## config.mk

```make
export PLATFORM = sky130hd
export DESIGN_NAME = dma_engine
export DESIGN_NICKNAME = d
export VERILOG_FILES = /design/src/hdl/mm_pkg.sv /design/src/hdl/dma_engine.sv
export VERILOG_INCLUDE_DIRS = /design/src /design/src/hdl
export SDC_FILE = /design/constraint.sdc
export NUM_CORES = 1
export LEC_CHECK = 0
export BUFFER_PORTS_ARGS = -buffer_cell sky130_fd_sc_hd__buf_2
export CORE_AREA = 8 8 246 248
export CTS_CLUSTER_DIAMETER = 30
export CTS_CLUSTER_SIZE = 8
export DETAILED_ROUTE_END_ITERATION = 6
export DIE_AREA = 0 0 254 256
export SLEW_MARGIN = 5
export SYNTH_ARGS = -nofsm -noshare
export SYNTH_HDL_FRONTEND = slang
export SYNTH_SLANG_ARGS = --single-unit
```

## constraint.sdc

```tcl
create_clock -name clk -period 11.4 [get_ports clk]
set_input_delay 0 -clock clk [delete_from_list [all_inputs] [get_ports clk]]
set_output_delay 0 -clock clk [all_outputs]
set_load 0.02 [all_outputs]
```

## src/hdl/mm_consts.svh

```systemverilog
// ================================================
// sizing constants for the matrix-multiply offload
// include wherever array, element or buffer sizes are needed
// ================================================
`ifndef MM_CONSTS_SVH
`define MM_CONSTS_SVH

// side of the mac array, C is MM_SA_WIDTH x MM_SA_WIDTH
`define MM_SA_WIDTH 4

// element width in bits
`define MM_DW 32

// entries per credit buffer, also the sender's starting credits
`define MM_BUF_DEPTH 4

// beats per read burst, one column of A or one row of B
`define MM_BURST_BEATS `MM_SA_WIDTH

`endif

```

## src/hdl/mm_pkg.sv

```systemverilog
// ================================================
// shared struct types for the memory port, the operand
// link and the result link; import with mm_pkg::*
// ================================================
`include "mm_consts.svh"

package mm_pkg;

    // read request, id 0 fetches A and id 1 fetches B
    typedef struct packed {
        logic        valid;
        logic [31:0] addr;
        logic        id;
    } mem_ar_t;

    // read data beat
    typedef struct packed {
        logic        valid;
        logic [31:0] data;
        logic        id;
        logic        last;
    } mem_r_t;

    // write request, fixed 16-beat burst
    typedef struct packed {
        logic        valid;
        logic [31:0] addr;
    } mem_aw_t;

    // write data beat
    typedef struct packed {
        logic        valid;
        logic [31:0] data;
        logic        last;
    } mem_w_t;

    // one row or column, element 0 in the low bits
    typedef logic [`MM_SA_WIDTH-1:0][`MM_DW-1:0] vec_t;

    // column k of A with row k of B, last marks step K-1
    typedef struct packed {
        vec_t a_col;
        vec_t b_row;
        logic last;
    } operand_pair_t;

    // one row of C, last marks the final row
    typedef struct packed {
        vec_t row;
        logic last;
    } c_row_t;

endpackage

```

## src/hdl/dma_engine.sv

```systemverilog
// ================================================
// fetch A columns and B rows per step, push operand pairs
// under credit, then write C back as one 16-beat burst
// ================================================
`timescale 1ns/1ps
`include "mm_consts.svh"

module dma_engine import mm_pkg::*; (
    input  logic          clk,
    input  logic          rst_n,
    input  logic          start_i,
    input  logic [31:0]   mat_a_addr_i,
    input  logic [31:0]   mat_b_addr_i,
    input  logic [31:0]   mat_c_addr_i,
    input  logic [7:0]    mat_width_i,
    output logic          done_o,
    output mem_ar_t       ar_o,
    input  logic          ar_ready_i,
    input  mem_r_t        r_i,
    output logic          r_ready_o,
    output mem_aw_t       aw_o,
    input  logic          aw_ready_i,
    output mem_w_t        w_o,
    input  logic          w_ready_i,
    input  logic          b_valid_i,
    output logic          b_ready_o,
    output logic          opnd_push_o,
    output operand_pair_t opnd_data_o,
    input  logic          opnd_credit_i,
    input  logic          res_valid_i,
    input  c_row_t        res_data_i,
    output logic          res_pop_o
);
    typedef enum logic [2:0] {
        ST_IDLE,
        ST_RD_A,
        ST_RD_B,
        ST_GATHER,
        ST_WR_ADDR,
        ST_WR_DATA,
        ST_WR_RESP
    } state_t;

    localparam int          CRED_W     = $clog2(`MM_BUF_DEPTH + 1);
    // bytes per burst, stride between columns of A or rows of B
    localparam logic [31:0] STEP_BYTES = `MM_BURST_BEATS * (`MM_DW / 8);

    // control
    state_t            state_q;
    logic [7:0]        step_q;
    logic [CRED_W-1:0] credits_q;
    logic              push_q;
    logic [3:0]        beat_q;
    // job registers and gathered operands
    logic [31:0]       a_base_q;
    logic [31:0]       b_base_q;
    logic [31:0]       c_base_q;
    logic [7:0]        width_q;
    vec_t              a_vec_q;
    vec_t              b_vec_q;
    logic              pair_last_q;

    logic              r_hs;
    logic              pair_done;
    logic              w_hs;
    logic              has_credit;
    logic              last_step;
    logic [31:0]       step_offset;

    assign r_hs        = r_i.valid && r_ready_o;
    // B answers after A, so its last beat closes the pair
    assign pair_done   = r_hs && r_i.id && r_i.last;
    assign w_hs        = (state_q == ST_WR_DATA) && res_valid_i && w_ready_i;
    // a push still in flight has already spent its credit
    assign has_credit  = credits_q > CRED_W'(push_q);
    assign last_step   = (step_q == width_q - 8'd1);
    assign step_offset = 32'(step_q) * STEP_BYTES;

    assign done_o                = (state_q == ST_IDLE);
    assign opnd_push_o           = push_q;
    assign opnd_data_o.a_col     = a_vec_q;
    assign opnd_data_o.b_row     = b_vec_q;
    assign opnd_data_o.last      = pair_last_q;

    // memory port drive, all from state
    always_comb begin
        ar_o      = '0;
        aw_o      = '0;
        w_o       = '0;
        r_ready_o = 1'b0;
        b_ready_o = 1'b0;
        res_pop_o = 1'b0;
        case (state_q)
            ST_RD_A: begin
                ar_o.valid = has_credit;
                ar_o.addr  = a_base_q + step_offset;
                ar_o.id    = 1'b0;
            end
            ST_RD_B: begin
                ar_o.valid = 1'b1;
                ar_o.addr  = b_base_q + step_offset;
                ar_o.id    = 1'b1;
                // A beats may already be returning
                r_ready_o  = 1'b1;
            end
            ST_GATHER: begin
                r_ready_o = 1'b1;
            end
            ST_WR_ADDR: begin
                aw_o.valid = 1'b1;
                aw_o.addr  = c_base_q;
            end
            ST_WR_DATA: begin
                // head row stays put until its 4th beat leaves
                w_o.valid = res_valid_i;
                w_o.data  = res_data_i.row[beat_q[1:0]];
                w_o.last  = (beat_q == 4'd15);
                res_pop_o = w_hs && (beat_q[1:0] == 2'd3);
            end
            ST_WR_RESP: begin
                b_ready_o = 1'b1;
            end
            default: begin
            end
        endcase
    end

    always_ff @(posedge clk) begin
        if (!rst_n) begin
            state_q   <= ST_IDLE;
            step_q    <= '0;
            credits_q <= CRED_W'(`MM_BUF_DEPTH);
            push_q    <= 1'b0;
            beat_q    <= '0;
        end else begin
            push_q <= 1'b0;
            case (state_q)
                ST_IDLE: begin
                    if (start_i) begin
                        state_q <= ST_RD_A;
                        step_q  <= '0;
                        beat_q  <= '0;
                    end
                end
                ST_RD_A: begin
                    if (ar_o.valid && ar_ready_i) begin
                        state_q <= ST_RD_B;
                    end
                end
                ST_RD_B: begin
                    if (ar_ready_i) begin
                        state_q <= ST_GATHER;
                    end
                end
                ST_GATHER: begin
                    if (pair_done) begin
                        push_q  <= 1'b1;
                        step_q  <= step_q + 8'd1;
                        state_q <= last_step ? ST_WR_ADDR : ST_RD_A;
                    end
                end
                ST_WR_ADDR: begin
                    if (aw_ready_i) begin
                        state_q <= ST_WR_DATA;
                    end
                end
                ST_WR_DATA: begin
                    if (w_hs) begin
                        beat_q <= beat_q + 4'd1;
                        if (res_pop_o && res_data_i.last) begin
                            state_q <= ST_WR_RESP;
                        end
                    end
                end
                ST_WR_RESP: begin
                    if (b_valid_i) begin
                        state_q <= ST_IDLE;
                    end
                end
                default: state_q <= ST_IDLE;
            endcase
            // operand link credits
            case ({opnd_credit_i, push_q})
                2'b10:   credits_q <= credits_q + 1'b1;
                2'b01:   credits_q <= credits_q - 1'b1;
                default: credits_q <= credits_q;
            endcase
        end
    end

    always_ff @(posedge clk) begin
        // job registers latched at start
        if (state_q == ST_IDLE && start_i) begin
            a_base_q <= mat_a_addr_i;
            b_base_q <= mat_b_addr_i;
            c_base_q <= mat_c_addr_i;
            width_q  <= mat_width_i;
        end
        // beat j lands in element j after four shifts
        if (r_hs) begin
            if (r_i.id) begin
                b_vec_q <= {r_i.data, b_vec_q[`MM_SA_WIDTH-1:1]};
            end else begin
                a_vec_q <= {r_i.data, a_vec_q[`MM_SA_WIDTH-1:1]};
            end
        end
        if (pair_done) begin
            pair_last_q <= last_step;
        end
    end

endmodule

```

* Word level (Yosys, flattened, before mapping)
Index checks and enable logic that the tools add are counted.
** Word-level totals
- Register bits after elaboration :: 380
- Bits of input ports :: 277
** Operators by class
- Add/subtract/negate cells :: 7
- Magnitude comparators :: 2
- Equality and inequality tests :: 19
- Mux-type cells :: 26
- Bitwise logic cells :: 1
- Reduce and logical (&&, ||, !) cells :: 20
** Operators by type and width (number)
- one-hot mux 34 bit (2 select lines) :: 1
- adder 32 x 12 -> 32 bit :: 2
- binary-select mux 32 bit (select 2 bit) :: 1
- two-way mux 34 bit :: 1
- two-way mux 33 bit :: 1
- two-way mux 32 bit :: 1
- two-way mux 3 bit :: 9
- one-hot mux 3 bit (7 select lines) :: 1
- two-way mux 8 bit :: 2
- one-hot mux 8 bit (2 select lines) :: 1
- != test 2 bit (second input constant) :: 7
- == test 3 bit (second input constant) :: 3
- logical AND 1 bit :: 9
- adder 8 x 1 -> 8 bit (second input constant) :: 1
- == test 8 bit :: 1
- two-way mux 4 bit :: 2
- one-hot mux 4 bit (2 select lines) :: 1
- AND reduction 8 bit :: 1
- subtractor 8 x 1 -> 8 bit (second input constant) :: 1
- == test 3 x 2 -> 1 bit (second input constant) :: 2
- one-hot mux 3 bit (2 select lines) :: 1
- AND reduction 2 bit :: 3
- AND reduction 3 bit :: 2
- nonzero test 2 bit :: 3
- other kinds (14) :: 18

* Longest topological paths before layout
- Depth after elaboration :: 9
- Mapped depth :: 16
- Depth with buffers taken out :: 13

* Worst setup path after synthesis
Ideal clock, no wire load.
- Path type :: register to register
- Start :: reg state_q[1]
- End :: reg a_vec_q, in the netlist opnd_data_o[129] (enable)
- Setup time :: 0.619 ns
- Data arrival time :: 6.244 ns
- Required time :: 10.781 ns
- Slack :: 4.537 ns
- Cell stages (with the launch flop) :: 6
- Path buffers :: 2
- Period minus slack after synthesis :: 6.863 ns
- Cell sequence :: dfxtp_1 > buf_4 > nor2b_1 > buf_4 > nand2_1 > nor2_1
** Between the ends
- Word-level cells in the longest chain between the ends :: 5
- Elaborated cells between the ends (all ways) :: 6
** RTL lines
- from (decl) :: line dma_engine.sv:49 : state_t state_q;
- from (signal assigned) :: line dma_engine.sv:159 : state_q <= last_step ? ST_WR_ADDR : ST_RD_A;
- == test 3 x 2 -> 1 bit :: line dma_engine.sv:93 : case (state_q)
- OR reduction 2 bit (no line) *
- two-way mux 1 bit * :: line dma_engine.sv:93
- via r_ready_o :: line dma_engine.sv:20 : output logic r_ready_o,
- logical AND 1 bit * :: line dma_engine.sv:70 : assign r_hs = r_i.valid && r_ready_o;
- AND reduction 2 bit (no line) *
- to (signal assigned) :: line dma_engine.sv:204 : a_vec_q <= {r_i.data, a_vec_q[`MM_SA_WIDTH-1:1]};
- to (decl) :: line dma_engine.sv:59 : vec_t a_vec_q;
The timed path passes the listed nets; every way through them passes the cells marked *.
A chain may end at the register's enable or synchronous reset.

==> metrics.txt <==
I/O pin total 640; Final GP Congestion between 0.9 and 1; overall routing resource usage 0.168; area occupied by multi-input gates 3430 um^2; commonest non-fill, non-tap cell in the layout buf_2; Final Power approximately 0.0044 W; Fin Clk Skew 66.1 ps; largest cells by area after synthesis edfxtp_1 (73%), mux4_2 (4.9%), dfxtp_1 (2.6%); final worst path period share 0.472; VDD IR max approximately 130 uV; Post-Syn Instances 875; Setup crit start state_q[2]$_SDFFE_PN0P_; post-synthesis cell type count 60; register area share after synthesis 0.755; die height 256 um; first-pass GRT wire length roughly 81 mm; drt pass-1 iters 5; Num CTS Buffers 83; initial antenna violation count 7; Top FF cell, synth edfxtp_1; crit path time final between 5000 and 6000 ps; crit start category register; Max Root-Sink Buffers 3; DRC 0; FFs w/ async S/R, synth 0; Core ar. 56800 um^2; R2R depth 5; NumNets Final 2006; Syn Area/Cell 17.0 um^2; CP Max Fanout 59; Sink Count 380; gr ovfl total 0; root buffer cell clkbuf_16; critical path endpoint category output pin; setup_tns 0 ps; FF/Latch Area 11200 um^2; CTS tree done; share of post-route cells with drive strength above 1 0.464; final hold vios 0; Reg-to-Reg End opnd_data_o[178]$_DFFE_PP_; setup bufs post-CTS 0; synthesized cell area 14900 um^2; Yosys top cell area share 0.730; flops & latches, synth 380; Max Transition Viols Final 0; initial core utilization 0.262; Top Metal Used met4; WL/cell 22.5 um; RSZ-0062 raised after global routing no; P per Cell Area 192 nW/um^2; largest net degree at the start of global routing 83; Clk pin slew, worst setup/hold paths 40 ps; number of synthesized flops with an enable pin ~360; Iteration-0 DRC Markers 849; crit path capture ar_o[31]; critical path class register to output pin; Final setup viols 0; Max Cap Viol 0; HP Class primary input to register; Clock Latency Late Sink 630 ps; Max-Slew Margin vs Limit 0.238; WL final 57.1 mm; Leakage 9.63 nW; metal2 WL roughly 27 mm; r2r setup slk 7870 ps; Yosys Warn Count 0; Worst Path Required 11400 ps; Vias/cell 4.48; total number of vias 11372; synthesis-to-finish area growth 55.8%; H-tree levels 3; Least-Margin Pin Slew between 1000 and 1500 ps; CP arrival 5380 ps; row cnt about 90; metal1 wirelength 22.3 mm; most frequent cells in the layout buf_2 (639), edfxtp_1 (361), dlygate4sd3_1 (143); die width 254 um; metal3 WL 6.31 mm; outcome completed; WHS Path Cells 5; ANT nets after route 0; Synth area leader edfxtp_1; die area 65000 um^2; post-synth net total about 1200; Fmax 186 MHz; port bufs 639; FF-to-FF Start state_q[2]$_SDFFE_PN0P_; vias in the first global route 12273; hpwl dp 42.4 mm; Filler cells 5229
per-stage QoR:
stage	area (um^2)	utilization	cells	hold WS [ps]	worst slack [ps]
after floorplan	14900	-	875	98.9	4540
after detailed placement	18900	0.333	2251	178	6550
final	23200	0.408	2539	90.6	6020
after global placement	18900	0.333	2251	177	6700
after CTS	23100	0.407	2537	9.45	5900
after global routing	23200	0.408	2539	46.2	5540
state kept, by name (all words and copies together) (netlist names):
signal	count
opnd_data_o	256
a_base_q	32
b_base_q	32
c_base_q	32
step_q	8
width_q	8
beat_q	4
credits_q	3
state_q	3
opnd_push_o	1
pair_last_q	1
Yosys cell counts, types with 2 or more instances:
master,n
buf_4,5
and3_1,40
a22oi_1,5
buf_6,2
edfxtp_1,361
xnor2_1,29
nand2_1,57
xor2_1,13
and4_1,4
a21oi_1,10
nor3_1,8
nor3b_1,5
o21ai_0,12
a211oi_1,3
clkbuf_1,24
dfxtp_1,19
buf_2,8
nand2b_1,4
or3_1,3
nor4b_1,2
nor2_1,46
mux2i_1,21
o211ai_1,3
fa_1,2
mux4_2,32
nand4_1,15
inv_1,13
nor2b_1,7
a31oi_1,3
nand3_1,25
and2_1,40
a21boi_0,2
o21a_1,4
nor4_1,2
or2_2,2
ha_1,13
nand4b_1,2
a21o_1,7
cell type report:
type                       instances  share of cell area
antenna                            2            0.000216
clock inverter                    51              0.0277
timing repair buffer             793               0.204
tap                              765              0.0413
clock buffer                      92              0.0925
inverter                          13             0.00211
multi-input combinational        443               0.148
sequential                       380               0.485
worst max-delay path: stages, from the launching register on:
cell     delay (ps)
dfxtp_2         580
or3b_2          570
buf_4           290
inv_1           770
nand2_1         120
nand2_1         100
ha_1            190
inv_1            70
fa_1            370
nor2b_1         240
o31ai_1         140
a21oi_1         680
nand4_1         230
xnor2_1         190
nor2_1           80
buf_2           170
timing repair:
action                                 CTS  global route
hold buffers                           143             0
gates resized for setup                  0             0
endpoints found under the hold margin  182             0
worst min-delay path by stage:
stage,startpoint,endpoint
final,opnd_credit_i,credits_q[2]$_SDFFE_PN1P_
after global routing,mat_c_addr_i[4],c_base_q[4]$_DFFE_PP_
after global placement,mat_c_addr_i[12],c_base_q[12]$_DFFE_PP_
after detailed placement,mat_c_addr_i[15],c_base_q[15]$_DFFE_PP_
after CTS,opnd_credit_i,credits_q[2]$_SDFFE_PN1P_
after floorplan,mat_a_addr_i[0],a_base_q[0]$_DFFE_PP_
cell families after synthesis:
kind of cell	count (synthesis)	share of synthesized area
flip-flops	380	0.755
XOR/XNOR	42	0.0248
AND/OR/NAND/NOR	268	0.0962
AO/OA/AOI/OAI	64	0.0308
adder cells (fa/ha/maj)	15	0.0136
multiplexers	54	0.0634
buffers and inverters	52	0.0161
routing by layer:
layer | track usage | vias to the layer above
li1 | - | 5065
met5 | 0 | -
met4 | 0.0524 | 0
met3 | 0.0727 | 92
met2 | 0.269 | 595
met1 | 0.201 | 5620
where the power goes:
part / switching [W] / internal [W] / total [W]
clock network: 0.000779 / 0.00156 / 0.00234
logic: 0.000268 / 0.000178 / 0.000447
registers: 0.0000412 / 0.00162 / 0.00166
Note: power is estimated with default switching activity, not from simulation.
