[src/hdl/mm_consts.svh]
// ================================================
// sizing constants for the matrix-multiply offload
// include wherever array, element or buffer sizes are needed
// ================================================
`ifndef MM_CONSTS_SVH
`define MM_CONSTS_SVH

// side of the mac array, C is MM_SA_WIDTH x MM_SA_WIDTH
`define MM_SA_WIDTH 4

// element width in bits
`define MM_DW 32

// entries per credit buffer, also the sender's starting credits
`define MM_BUF_DEPTH 4

// beats per read burst, one column of A or one row of B
`define MM_BURST_BEATS `MM_SA_WIDTH

`endif

[src/hdl/operand_buffer.sv]
// ================================================
// credit-returning FIFO, payload set by type parameter
// sender starts with DEPTH credits; each pop returns one
// ================================================
`timescale 1ns/1ps
`include "mm_consts.svh"

module operand_buffer #(
    parameter type payload_t = logic,
    parameter int  DEPTH     = `MM_BUF_DEPTH
) (
    input  logic     clk,
    input  logic     rst_n,
    input  logic     push_i,
    input  payload_t push_data_i,
    input  logic     pop_i,
    output logic     credit_o,
    output logic     valid_o,
    output payload_t pop_data_o
);
    localparam int PTR_W = (DEPTH > 1) ? $clog2(DEPTH) : 1;
    localparam int CNT_W = $clog2(DEPTH + 1);

    // storage
    payload_t         mem_q [DEPTH];
    logic [PTR_W-1:0] wr_ptr_q;
    logic [PTR_W-1:0] rd_ptr_q;
    logic [CNT_W-1:0] count_q;
    logic             pop_ok;

    // wrap at DEPTH, no power-of-two requirement
    function automatic logic [PTR_W-1:0] next_ptr(input logic [PTR_W-1:0] p);
        return (p == PTR_W'(DEPTH - 1)) ? '0 : p + 1'b1;
    endfunction

    // head entry always visible
    assign valid_o    = (count_q != '0);
    assign pop_data_o = mem_q[rd_ptr_q];
    // ignore pops of an empty buffer
    assign pop_ok     = pop_i && valid_o;

    always_ff @(posedge clk) begin
        if (!rst_n) begin
            wr_ptr_q <= '0;
            rd_ptr_q <= '0;
            count_q  <= '0;
            credit_o <= 1'b0;
        end else begin
            // one credit back per pop, a cycle later
            credit_o <= pop_ok;
            if (push_i) begin
                wr_ptr_q <= next_ptr(wr_ptr_q);
            end
            if (pop_ok) begin
                rd_ptr_q <= next_ptr(rd_ptr_q);
            end
            case ({push_i, pop_ok})
                2'b10:   count_q <= count_q + 1'b1;
                2'b01:   count_q <= count_q - 1'b1;
                default: count_q <= count_q;
            endcase
        end
    end

    // sender holds credits, so a push never meets a full buffer
    always_ff @(posedge clk) begin
        if (push_i) begin
            mem_q[wr_ptr_q] <= push_data_i;
        end
    end

endmodule

[config.mk]
export PLATFORM = sky130hd
export DESIGN_NAME = operand_buffer
export DESIGN_NICKNAME = d
export VERILOG_FILES = /design/src/hdl/operand_buffer.sv
export VERILOG_INCLUDE_DIRS = /design/src /design/src/hdl
export SDC_FILE = /design/constraint.sdc
export NUM_CORES = 1
export LEC_CHECK = 0
export BUFFER_PORTS_ARGS = -buffer_cell sky130_fd_sc_hd__buf_4
export CAP_MARGIN = 20
export CORE_AREA = 2 2 39 41
export DETAILED_ROUTE_END_ITERATION = 8
export DIE_AREA = 0 0 41 43
export HOLD_SLACK_MARGIN = 0.15
export PLACE_DENSITY = 0.67
export SLEW_MARGIN = 30
export SYNTH_ARGS = -nofsm -noshare
export SYNTH_HDL_FRONTEND = slang
export SYNTH_SLANG_ARGS = --single-unit
[constraint.sdc]
create_clock -name clk -period 2.96 [get_ports clk]
set_input_delay 0.148 -clock clk [delete_from_list [all_inputs] [get_ports clk]]
set_output_delay 0.148 -clock clk [all_outputs]
set_load 0.02 [all_outputs]
== Word level (Yosys, flattened, before mapping) ==
Memory sizes are Yosys's and may differ from the RTL's. A register that Yosys moved wholly into a read port is not among the register bits.
Cells that the tools add are included.
Storage, ports and cells
  logic and storage cells: 23
  output and inout port bits: 3
  bits of input ports: 5
  memories: 1
  register bits: 8
  RAM bits: 4
Operators by class
  reductions and logical operators: 3
  equality and inequality tests: 4
  $add $sub $neg: 4
  muxes and demuxes: 7
Memory list
  mem_q: depth 4, width 1, read ports 1, clocked after memory_dff 1, wr ports 1, RTL line operand_buffer.sv:25  | payload_t mem_q [DEPTH];
Operators with widths (number)
  two-way mux 2 bit: 4
  == test 2 bit, second input constant: 3
  one-hot mux 3 bit (2 select lines): 1
  adder 2 x 1 -> 2 bit, second input constant: 2
  adder 3 x 1 -> 3 bit, second input constant: 1
  nonzero test 3 bit: 1
  subtractor 3 x 1 -> 3 bit, second input constant: 1
  == test 2 x 1 -> 1 bit, second input constant: 1
  two-way mux 1 bit: 2
  nonzero test 2 bit: 1
  logical AND 1 bit: 1

== Depth between registers and ports, before layout ==
Gate-level depths: netlist of the first run.
  depth after elaboration: 4
  gate-level depth with buffers: 8

== Worst setup path before layout of the first run ==
OpenSTA, ideal clock, no wires.
  kind: reg2reg
  start point: reg count_q[0]
  end point: reg count_q[2]
  slack: 1.225 ns
  data arrival time: 1.665 ns
  data required time: 2.890 ns
  stages on the path, launching flop included: 9
  buffers on the path: 0
  clock period less this slack: 1.735 ns
  cell sequence: dfxtp_1 -> o31ai_2 -> inv_1 -> ha_1 -> inv_1 -> fa_1 -> xor2_1 -> or3_1 -> a21oi_1
Between the ends
  longest elaborated chain between the ends: 4
  elaborated cells on any way between the ends: 8
  classes of those cells: add/sub (2); eq/ne (2); mux (1); reduce/logical (3)
Ends and longest elaborated chain
  start: declaration: RTL line operand_buffer.sv:28  | logic [CNT_W-1:0] count_q;
  start signal: assignment: RTL line operand_buffer.sv:58  | 2'b10: count_q <= count_q + 1'b1;
  start signal: assignment: RTL line operand_buffer.sv:59  | 2'b01: count_q <= count_q - 1'b1;
  start signal: assignment: RTL line operand_buffer.sv:60  | default: count_q <= count_q;
  nonzero test 3 bit (*): RTL line operand_buffer.sv:37  | assign valid_o = (count_q != '0);
  logical AND 1 bit (*): RTL line operand_buffer.sv:40  | assign pop_ok = pop_i && valid_o;
  named net pop_ok: RTL line operand_buffer.sv:29  | logic pop_ok;
  == test 2 x 1 -> 1 bit or == test 2 bit (tied branches): RTL line operand_buffer.sv:57  | case ({push_i, pop_ok})
  one-hot mux 3 bit (2 select lines) or nonzero test 2 bit (tied branches)
Mark *: on every way through the listed nets, which the timed path passes. The rest lies on a longest branch.
A chain may end at the register's enable or synchronous reset.

== Final worst setup path of the first run ==
  start point: reg count_q[1]
  end point: reg count_q[2]
Same word-level chain as after synthesis.

==> results of run 1 <==
worst register-to-register path, delay by kind of cell, from the launching register on:
kind | cells | cell delay [ps]
adder cells (fa/ha/maj) | 2 | 390
buffers and inverters | 2 | 160
flip-flops | 1 | 340
AND/OR/NAND/NOR | 1 | 300
XOR/XNOR | 1 | 70
AO/OA/AOI/OAI | 2 | 550
per-layer routing:
| layer | GRT usage | routed length, um |
|---|---|---|
| met1 | 0.156 | 376 |
| met2 | 0.181 | 380 |
| met3 | 0.0157 | 15 |
| met4 | 0.0600 | 7 |
| met5 | 0 | 0 |
power breakdown:
| part | total (W) | switching, W | leakage, nW | internal (W) |
|---|---|---|---|---|
| Clock | 0.000107 | 0.0000545 | 0.0150 | 0.0000520 |
| Combinational | 0.000200 | 0.000104 | 0.185 | 0.0000957 |
| Sequential | 0.000262 | 0.0000280 | 0.119 | 0.000234 |
path summary, 6_finish.rpt:
check         startpoint           to  slack [ps]  depth (start not counted)
max           count_q[1]   count_q[2]        1090                          8
max reg2reg   count_q[1]   count_q[2]        1090                          8
min reg2reg  rd_ptr_q[0]    flip-flop         510                          2
min                rst_n  rd_ptr_q[1]         160                          3
cell usage in the layout (no fill, tap or decap), drive strengths merged, types with 2 or more instances in the layout:
cell,count
a21oi,4
and2,4
buf,7
clkbuf,4
dfxtp,10
edfxtp,4
ha,6
inv,8
nand2,2
nor2,6
o21ai,2
or3,3
xor2,2
stage by stage:
| stage | util | worst slack [ps] |
|---|---|---|
| floorplan | - | 1220 |
| global placement | 0.507 | 1120 |
| detailed placement | 0.507 | 1090 |
| CTS | 0.533 | 1070 |
| global route | 0.533 | 876 |
| finish | 0.533 | 1090 |
repair_timing:
action | CTS | global route
endpoints found under the hold margin | 4 | 0
hold buffers | 1 | 0
gates resized for setup | 0 | 0
layout make-up:
cell class,count,area share
multi-input cells,35,0.378
repair buffers,8,0.0847
flip-flops and latches,14,0.434
well taps,16,0.0271
clock buffers,4,0.0356
inverters,8,0.0407
cells by family (layout without fill, tap and decap cells):
| kind of cell | count (synthesis) | after routing | share of synthesized area |
|---|---|---|---|
| AO/OA/AOI/OAI | 7 | 7 | 0.0736 |
| AND/OR/NAND/NOR | 17 | 17 | 0.139 |
| flip-flops | 14 | 14 | 0.509 |
| XOR/XNOR | 2 | 2 | 0.0278 |
| multiplexers | 2 | 2 | 0.0517 |
| buffers and inverters | 8 | 20 | 0.0477 |
| adder cells (fa/ha/maj) | 7 | 7 | 0.151 |
==> impl_results.md, run 1 <==
- HPWL Detailed: 618 um
- # setup viols final: 0
- Vias/cell: 4.72
- Period utilization: 0.633
- Drt total wl: 779 um
- Most frequent CP cell: inv_1
- Die area: 1760 sq um
- Avg Inst Size Synth: 11.0 sq um
- Startpoint types: flip-flop
- Setup repair after global routing missed its margin: false
- Chip height: 43 um
- First-pass GRT wire length: 1460 um
- Setup TNS: 0 ps
- Avg WL per Cell: 9.16 um
- # nets final: 82
- CTS H-tree depth: 1
- Post-synth top flop: dfxtp_1
- Most area-hungry cell type in the Yosys netlist: dfxtp_1
- Post-synth EDFFs: 4
- Slowest-stage cell, CP: o31ai_2
- Maximum fanout along the worst path: 6
- Max VDD drop: 0.000471 V
- Max-slew headroom: 0.726
- MaxCap Viol Count: 0
- Port buffer count: 7
- # IOs: 8
- Area delta synth->final: 17.3%
- Routability congestion estimate: 0.659
- Sink Count: 14
- Clock transition at path regs: 80 ps
- Mapped Cells: 57
- Core area: 1380 sq um
- CP delay by family, top: compound AO/OA/AOI/OAI gates
- Syn Nets: 69
- Hold Worst Slack: 163 ps
- Initial antenna violation count: 0
- Most common cell in the netlist: dfxtp_1
- Commonest cells in the netlist: 10 x dfxtp_1, 8 x inv_1, 6 x ha_1, 6 x nor2_1
- Max Clock Freq: 534 MHz
- Critical Path RT: 3160 ps
- Final Hold Fails: 0
- Post-route cell area: 738 sq um
- Post-synthesis sequential area ratio: 0.509
- Post-route clock skew: 2.07 ps
- Dpl cell area: 702 sq um
- Std cell rows: 14
- Diode count: 0
- Pwr per Cell Area: 770 nW/um^2
- Min-delay worst type: input port to flip-flop
- Non-Filler Instances: 85
- Total power: 0.000569 W
- DR vias: 401
- CP arrival: 2080 ps
- Status: finished clean
- Width of the die: 41 um
- Antenna-violating nets left: 0
- Longest Clk Path Bufs: 2
- Dpl cells: 80
- Fin. max-slew vios: 0
- Critical path capture point type: flip-flop
- Pin count of the biggest net entering global routing: 9
- Asr flop ratio synth: 0
- Fill cell count: 122
- Total track usage: 0.119
- Slew @ Worst Pin: 408 ps
- Register area: 320 sq um
- Synth warn: 0
- CTS tree: built
- CP peak stage delay: 420 ps
- Worst-Skew Late Latency: 260 ps
- Worst path buffer plus inverter count: 2
- Root Buffer: clkbuf_4
- Number of detailed-route iterations in the first pass: 3
- Gr ovfl total: 0
- Leakage: 0.318 nW
- Starting DRT DRC Count: 2
- Setup Fix Bufs, Post-CTS: 0
- Kind of critical path: flip-flop to flip-flop
- Multi-input gate area: 279 sq um
- Vias in the first global route: 382
- Synthesized area: 629 sq um
- Initial core utilization: 0.455
- Top cell type's share of synthesized area: 0.318
- Distinct cells, synth: 19
- Top cells by area, synth: dfxtp_1 32%, edfxtp_1 19%, ha_1 12%
- Share of layout cells above drive strength 1: 0.203
- Crit-path cells: o31ai_2 -> inv_1 -> ha_1 -> inv_1 -> fa_1 -> xor2_1 -> or3_1 -> a21oi_1
- Post-layout minimum cycle time: 1870 ps
- Number of remaining DRC errors: 0
- Synth Register Bits: 14
- Total CTS buffers: 3
Note: power is estimated with default switching activity, not from simulation.
==> run 2, diff against run 1 <==
--- a/config.mk
+++ b/config.mk
@@ -8,11 +8,11 @@
 export LEC_CHECK = 0
 export BUFFER_PORTS_ARGS = -buffer_cell sky130_fd_sc_hd__buf_4
 export CAP_MARGIN = 20
-export CORE_AREA = 2 2 39 41
+export CORE_MARGIN = 1.5
+export CORE_UTILIZATION = 47
 export DETAILED_ROUTE_END_ITERATION = 8
-export DIE_AREA = 0 0 41 43
 export HOLD_SLACK_MARGIN = 0.15
-export PLACE_DENSITY = 0.67
+export PLACE_DENSITY = 0.69
 export SLEW_MARGIN = 30
 export SYNTH_ARGS = -nofsm -noshare
 export SYNTH_HDL_FRONTEND = slang
==> constraint.sdc (replaced) <==
create_clock -name clk -period 1.6 [get_ports clk]
set_input_delay 0.08 -clock clk [delete_from_list [all_inputs] [get_ports clk]]
set_output_delay 0.08 -clock clk [all_outputs]
set_load 0.02 [all_outputs]
==> run 2 against run 1 <==
The run now ends with setup timing left. Register-to-register slack worse by 1200 ps. Combinational power increased to 2.7 times the previous value. Design area grew 16%. Clock skew increased by 6.4 ps. Count of clock-buffer cells in the layout fell by 1. Utilization rose by 14 points. Critical path depth stayed put. Via count is 12% higher. Wire length up 25%. Critical endpoint unchanged. Largest cell class unchanged.
==> impl_results.md, run 2 (same netlist as run 1, synthesis figures left out) <==
- Critical path capture point type: flip-flop
- Crit-path cells: o31ai_4 -> inv_1 -> ha_2 -> inv_2 -> fa_2 -> xor2_1 -> or3_1 -> a21oi_1
- Fin. max-slew vios: 0
- Clock transition at path regs: 90 ps
- Leakage: 0.373 nW
- Width of the die: 39.6 um
- Total power: 0.00123 W
- Avg WL per Cell: 10.2 um
- Total track usage: 0.154
- Most common cell after layout, fill and taps aside: buf_4
- Layout Utilization: 0.674
- Worst setup margin: -74.3 ps
- CP peak stage delay: 360 ps
- Pre-CTS WS: -60.9 ps
- Worst-Skew Late Latency: 280 ps
- Final Hold Fails: 0
- Gr ovfl total: 0
- Root Buffer: clkbuf_4
- Critical Path RT: 1810 ps
- Non-Filler Instances: 95
- Sink Count: 14
- Setup TNS: -74.3 ps
- Max-slew headroom: 0.824
- Min-delay worst type: input port to flip-flop
- CTS tree: built
- Maximum fanout along the worst path: 2
- Chip height: 39.6 um
- HPWL Detailed: 683 um
- Die area: 1570 sq um
- Std cell rows: 13
- Period utilization: 1.05
- Status: finished, violations left
- Kind of critical path: flip-flop to flip-flop
- # nets final: 93
- Vias/cell: 4.75
- Post-route clock skew: 8.51 ps
- Max VDD drop: 0.000827 V
- Core area: 1270 sq um
- Antenna-violating nets left: 0
- Port buffer count: 7
- Initial antenna violation count: 0
- Setup repair after global routing missed its margin: true
- Share of layout cells above drive strength 1: 0.338
- # IOs: 8
- Diode count: 0
- Routability congestion estimate: 0.765
- Total CTS buffers: 3
- Starting DRT DRC Count: 5
- Longest Clk Path Bufs: 2
- Area delta synth->final: 35.8%
- Initial core utilization: 0.496
- CTS H-tree depth: 1
- Post-layout minimum cycle time: 1670 ps
- Vias in the first global route: 353
- Drt total wl: 972 um
- DR vias: 451
- Slowest-stage cell, CP: dfxtp_2
- Slew @ Worst Pin: 264 ps
- Pwr per Cell Area: 1440 nW/um^2
- MaxCap Viol Count: 0
- Failing checks: setup timing
- First-pass GRT wire length: 1500 um
- CP arrival: 1890 ps
- Pin count of the biggest net entering global routing: 9
- Number of remaining DRC errors: 0
- Most frequent cells in the layout: 13 x buf_4, 7 x inv_1, 7 x dfxtp_1, 6 x nor2_1
- Max Clock Freq: 597 MHz
- Startpoint types: flip-flop
- # setup viols final: 1
- Dpl cells: 85
- Number of detailed-route iterations in the first pass: 2
[run 2: cell types whose count changed in the layout (fill, tap and decap cells not counted), sizes merged]
cell,previous run,this run
buf,7,14
clkbuf,4,3
clkinv,0,1
dlygate4sd3,1,5
[run 2: final timing paths]
path / from / end / slack, ps / depth (start not counted)
setup reg to reg: count_q[1] / count_q[2] / -70 / 8
hold reg to reg: rd_ptr_q[0] / flip-flop / 500 / 2
hold / removal: push_i / wr_ptr_q[0] / 160 / 4
setup / recovery: count_q[1] / count_q[2] / -70 / 8
[run 2: critical path: cells and delay by family, from the launching register on]
kind                       cells  cell delay (ps)
and+or+nand+nor                1              300
buffers and inverters          2              110
DFF                            1              360
AOI/OAI and AO/OA              2              190
xor gates and xnor gates       1              150
adders and majority gates      2              500
[run 2: repair_timing]
item | in CTS | in global routing
endpoints found under the hold margin | 7 | 0
pin swaps | 2 | 2
gates resized for setup | 0 | 2
setup buffers | 0 | 1
hold buffers | 5 | 0
endpoints found under the setup margin | 2 | 2
[run 2: layout make-up]
cell class                 count  area, sq um
fill                          97          414
tap                           15         18.8
clock buffer                   3         22.5
timing repair buffer          19          159
multi-input combinational     35          297
clock inverter                 1         3.75
sequential                    14          324
inverter                       8         30.0
[run 2: metrics by stage]
step	instance area [sq um]	hold WS (ps)
final	855	156
after global routing	855	165
after detailed placement	763	285
after floorplan	647	179
after global placement	763	284
after CTS	840	151
[run 2: power breakdown]
part	switching [W]	internal, W	total (W)
logic	0.000241	0.000299	0.000540
clock network	0.000110	0.0000903	0.000200
registers	0.0000503	0.000440	0.000491
[run 2: layer usage]
metal | GRT usage | vias up | wire length, um
met5 | 0 | - | 0
met3 | 0.0852 | 2 | 37
met1 | 0.194 | 207 | 463
li1 | - | 234 | -
met4 | 0.0776 | 0 | 11
met2 | 0.209 | 8 | 459
==> run 3, diff against run 2 <==
--- a/config.mk
+++ b/config.mk
@@ -8,11 +8,11 @@
 export LEC_CHECK = 0
 export BUFFER_PORTS_ARGS = -buffer_cell sky130_fd_sc_hd__buf_4
 export CAP_MARGIN = 20
-export CORE_MARGIN = 1.5
-export CORE_UTILIZATION = 47
+export CORE_AREA = 2 2 39 41
 export DETAILED_ROUTE_END_ITERATION = 8
+export DIE_AREA = 0 0 41 43
 export HOLD_SLACK_MARGIN = 0.15
-export PLACE_DENSITY = 0.69
+export PLACE_DENSITY = 0.67
 export SLEW_MARGIN = 30
 export SYNTH_ARGS = -nofsm -noshare
 export SYNTH_HDL_FRONTEND = slang
==> constraint.sdc (replaced) <==
create_clock -name clk -period 2.05 [get_ports clk]
set_input_delay 0.1025 -clock clk [delete_from_list [all_inputs] [get_ports clk]]
set_output_delay 0.1025 -clock clk [all_outputs]
set_load 0.02 [all_outputs]
==> run 3 against run 2 <==
Clock skew is 4.0 ps lower. Worst setup slack better by 260 ps. Design area is 10% lower. Utilization is 12 points lower. Combinational power fell by 44%. Sequential share of layout area increased by 3.9 points. Global-route usage shrank 1.8 points. First-iteration DRC count fell by 40%. Critical path type is now input port to flip-flop. Clock power is 23% lower. Cell count is 7.4% lower. The flow now finishes without violations. Non-clock buffer count decreased by 8. Hold slack improved by 52 ps.
==> impl_results.md, run 3 (same netlist as run 1, synthesis figures left out) <==
- Initial core utilization: 0.455
- Layout Utilization: 0.553
- Hold Path End: credit_o
- MaxCap Viol Count: 0
- Worst-Skew Late Latency: 260 ps
- Register-to-Register Setup Slack: 260 ps
- Setup repair after global routing missed its margin: false
- Slew @ Worst Pin: 240 ps
- Diode count: 0
- Reg-to-Reg Start: count_q[0]
- Hold depth: 4
- Hold path start: pop_i
- Avg WL per Cell: 9.91 um
- Std cell rows: 14
- Post-route clock skew: 4.48 ps
- Min-delay worst type: input port to flip-flop
- R2R cell count: 8
- Pwr per Cell Area: 1090 nW/um^2
- Fin. max-slew vios: 0
- Worst setup margin: 184 ps
- Post-CTS Resized: 0
- Post-route cell area: 766 sq um
- Post-layout minimum cycle time: 1870 ps
- Total CTS buffers: 3
- Setup TNS: 0 ps
- Worst R2R End: count_q[2]
- # IOs: 8
- CTS Hold Bufs: 3
- Core area: 1380 sq um
- Total power: 0.000837 W
- Startpoint types: input port
- Share of layout cells above drive strength 1: 0.208
- CP peak stage delay: 530 ps
- Maximum fanout along the worst path: 7
- Multi-input gate area: 279 sq um
- CP arrival: 2070 ps
- Number of detailed-route iterations in the first pass: 3
- Longest Clk Path Bufs: 2
- # nets final: 85
- Antenna-violating nets left: 0
- Setup Fix Bufs, Post-CTS: 0
- Period utilization: 0.910
- Gr ovfl total: 0
- Max-slew headroom: 0.840
- Dpl cell area: 709 sq um
- Vias in the first global route: 426
- First-pass GRT wire length: 1660 um
- # setup viols final: 0
- Slowest-stage cell, CP: dlygate4sd3_1
- Vias/cell: 4.74
- Most frequent cells in the layout: 10 x dfxtp_1, 8 x inv_1, 8 x buf_4, 6 x nor2_1, 6 x ha_1
- Routability congestion estimate: 0.639
- Critical Path RT: 2250 ps
- Most common cell after layout, fill and taps aside: dfxtp_1
- CTS tree: built
- Status: finished clean
- Pre-CTS WS: 250 ps
- DR vias: 417
- Sink Count: 14
- Total track usage: 0.137
- Pin count of the biggest net entering global routing: 9
- Final Hold Fails: 0
- Register area: 320 sq um
- HPWL Detailed: 667 um
- Fill cell count: 118
- Width of the die: 41 um
- Root Buffer: clkbuf_4
- Starting DRT DRC Count: 3
- Most frequent CP cell: inv_1
- Die area: 1760 sq um
- Max VDD drop: 0.000672 V
- Critical path capture point type: flip-flop
- Port buffer count: 7
- Crit-path cells: dlygate4sd3_1 -> buf_4 -> inv_1 -> ha_1 -> inv_1 -> fa_1 -> xor2_1 -> or3_1 -> a21oi_1
- Leakage: 0.331 nW
- Max Clock Freq: 536 MHz
- Drt total wl: 872 um
- Number of remaining DRC errors: 0
- Kind of critical path: input port to flip-flop
- Area delta synth->final: 21.7%
- Chip height: 43 um
- Clock transition at path regs: 80 ps
- CTS H-tree depth: 1
- Initial antenna violation count: 0
-- run 3: changes by cell type in the layout (fill, tap and decap cells not counted), moves of 2 or more --
cell           previous run  this run
buf_4                    13         8
dfxtp_1                   7        10
dfxtp_2                   3         0
dlygate4sd3_1             5         3
-- run 3: layer usage --
metal | global-route usage | wire length (um) | share of wire
met4 | 0.0800 | 11 | 0.013
met1 | 0.162 | 403 | 0.46
met3 | 0.0157 | 14 | 0.016
met2 | 0.222 | 441 | 0.51
met5 | 0 | 0 | 0
-- run 3: layout make-up --
type | instances | share of cell area
sequential | 14 | 0.418
multi-input combinational | 35 | 0.364
timing repair buffer | 11 | 0.118
inverter | 8 | 0.0392
clock buffer | 4 | 0.0343
tap | 16 | 0.0261
-- run 3: critical path, delay by kind of cell --
family          cells  cell delay, ps
buf+inv             4             820
fa+ha+maj           2             550
simple gates        1             300
xor+xnor            1             160
compound gates      1             140
-- run 3: worst max path at each step --
stage / slack [ps] / from / endpoint
after floorplan: 310 / count_q[0] / count_q[2]
after global placement: 280 / count_q[0] / count_q[2]
after detailed placement: 250 / count_q[0] / count_q[2]
after CTS: 180 / push_i / count_q[2]
after global routing: 90 / push_i / count_q[2]
final: 180 / push_i / count_q[2]
-- run 3: where the power goes --
part	switching, W	internal, W	total [W]
clock network	0.0000794	0.0000751	0.000154
logic	0.000153	0.000150	0.000303
registers	0.0000407	0.000338	0.000379
total	0.000273	0.000564	0.000837
-- run 3: metrics by stage --
| step | std cells | hold WS, ps |
|---|---|---|
| 2_1_floorplan | 57 | 201 |
| 4_1_cts | 88 | 203 |
| 6_report | 88 | 208 |
| 3_5_place_dp | 81 | 310 |
| 3_3_place_gp | 81 | 308 |
| 5_1_grt | 88 | 210 |
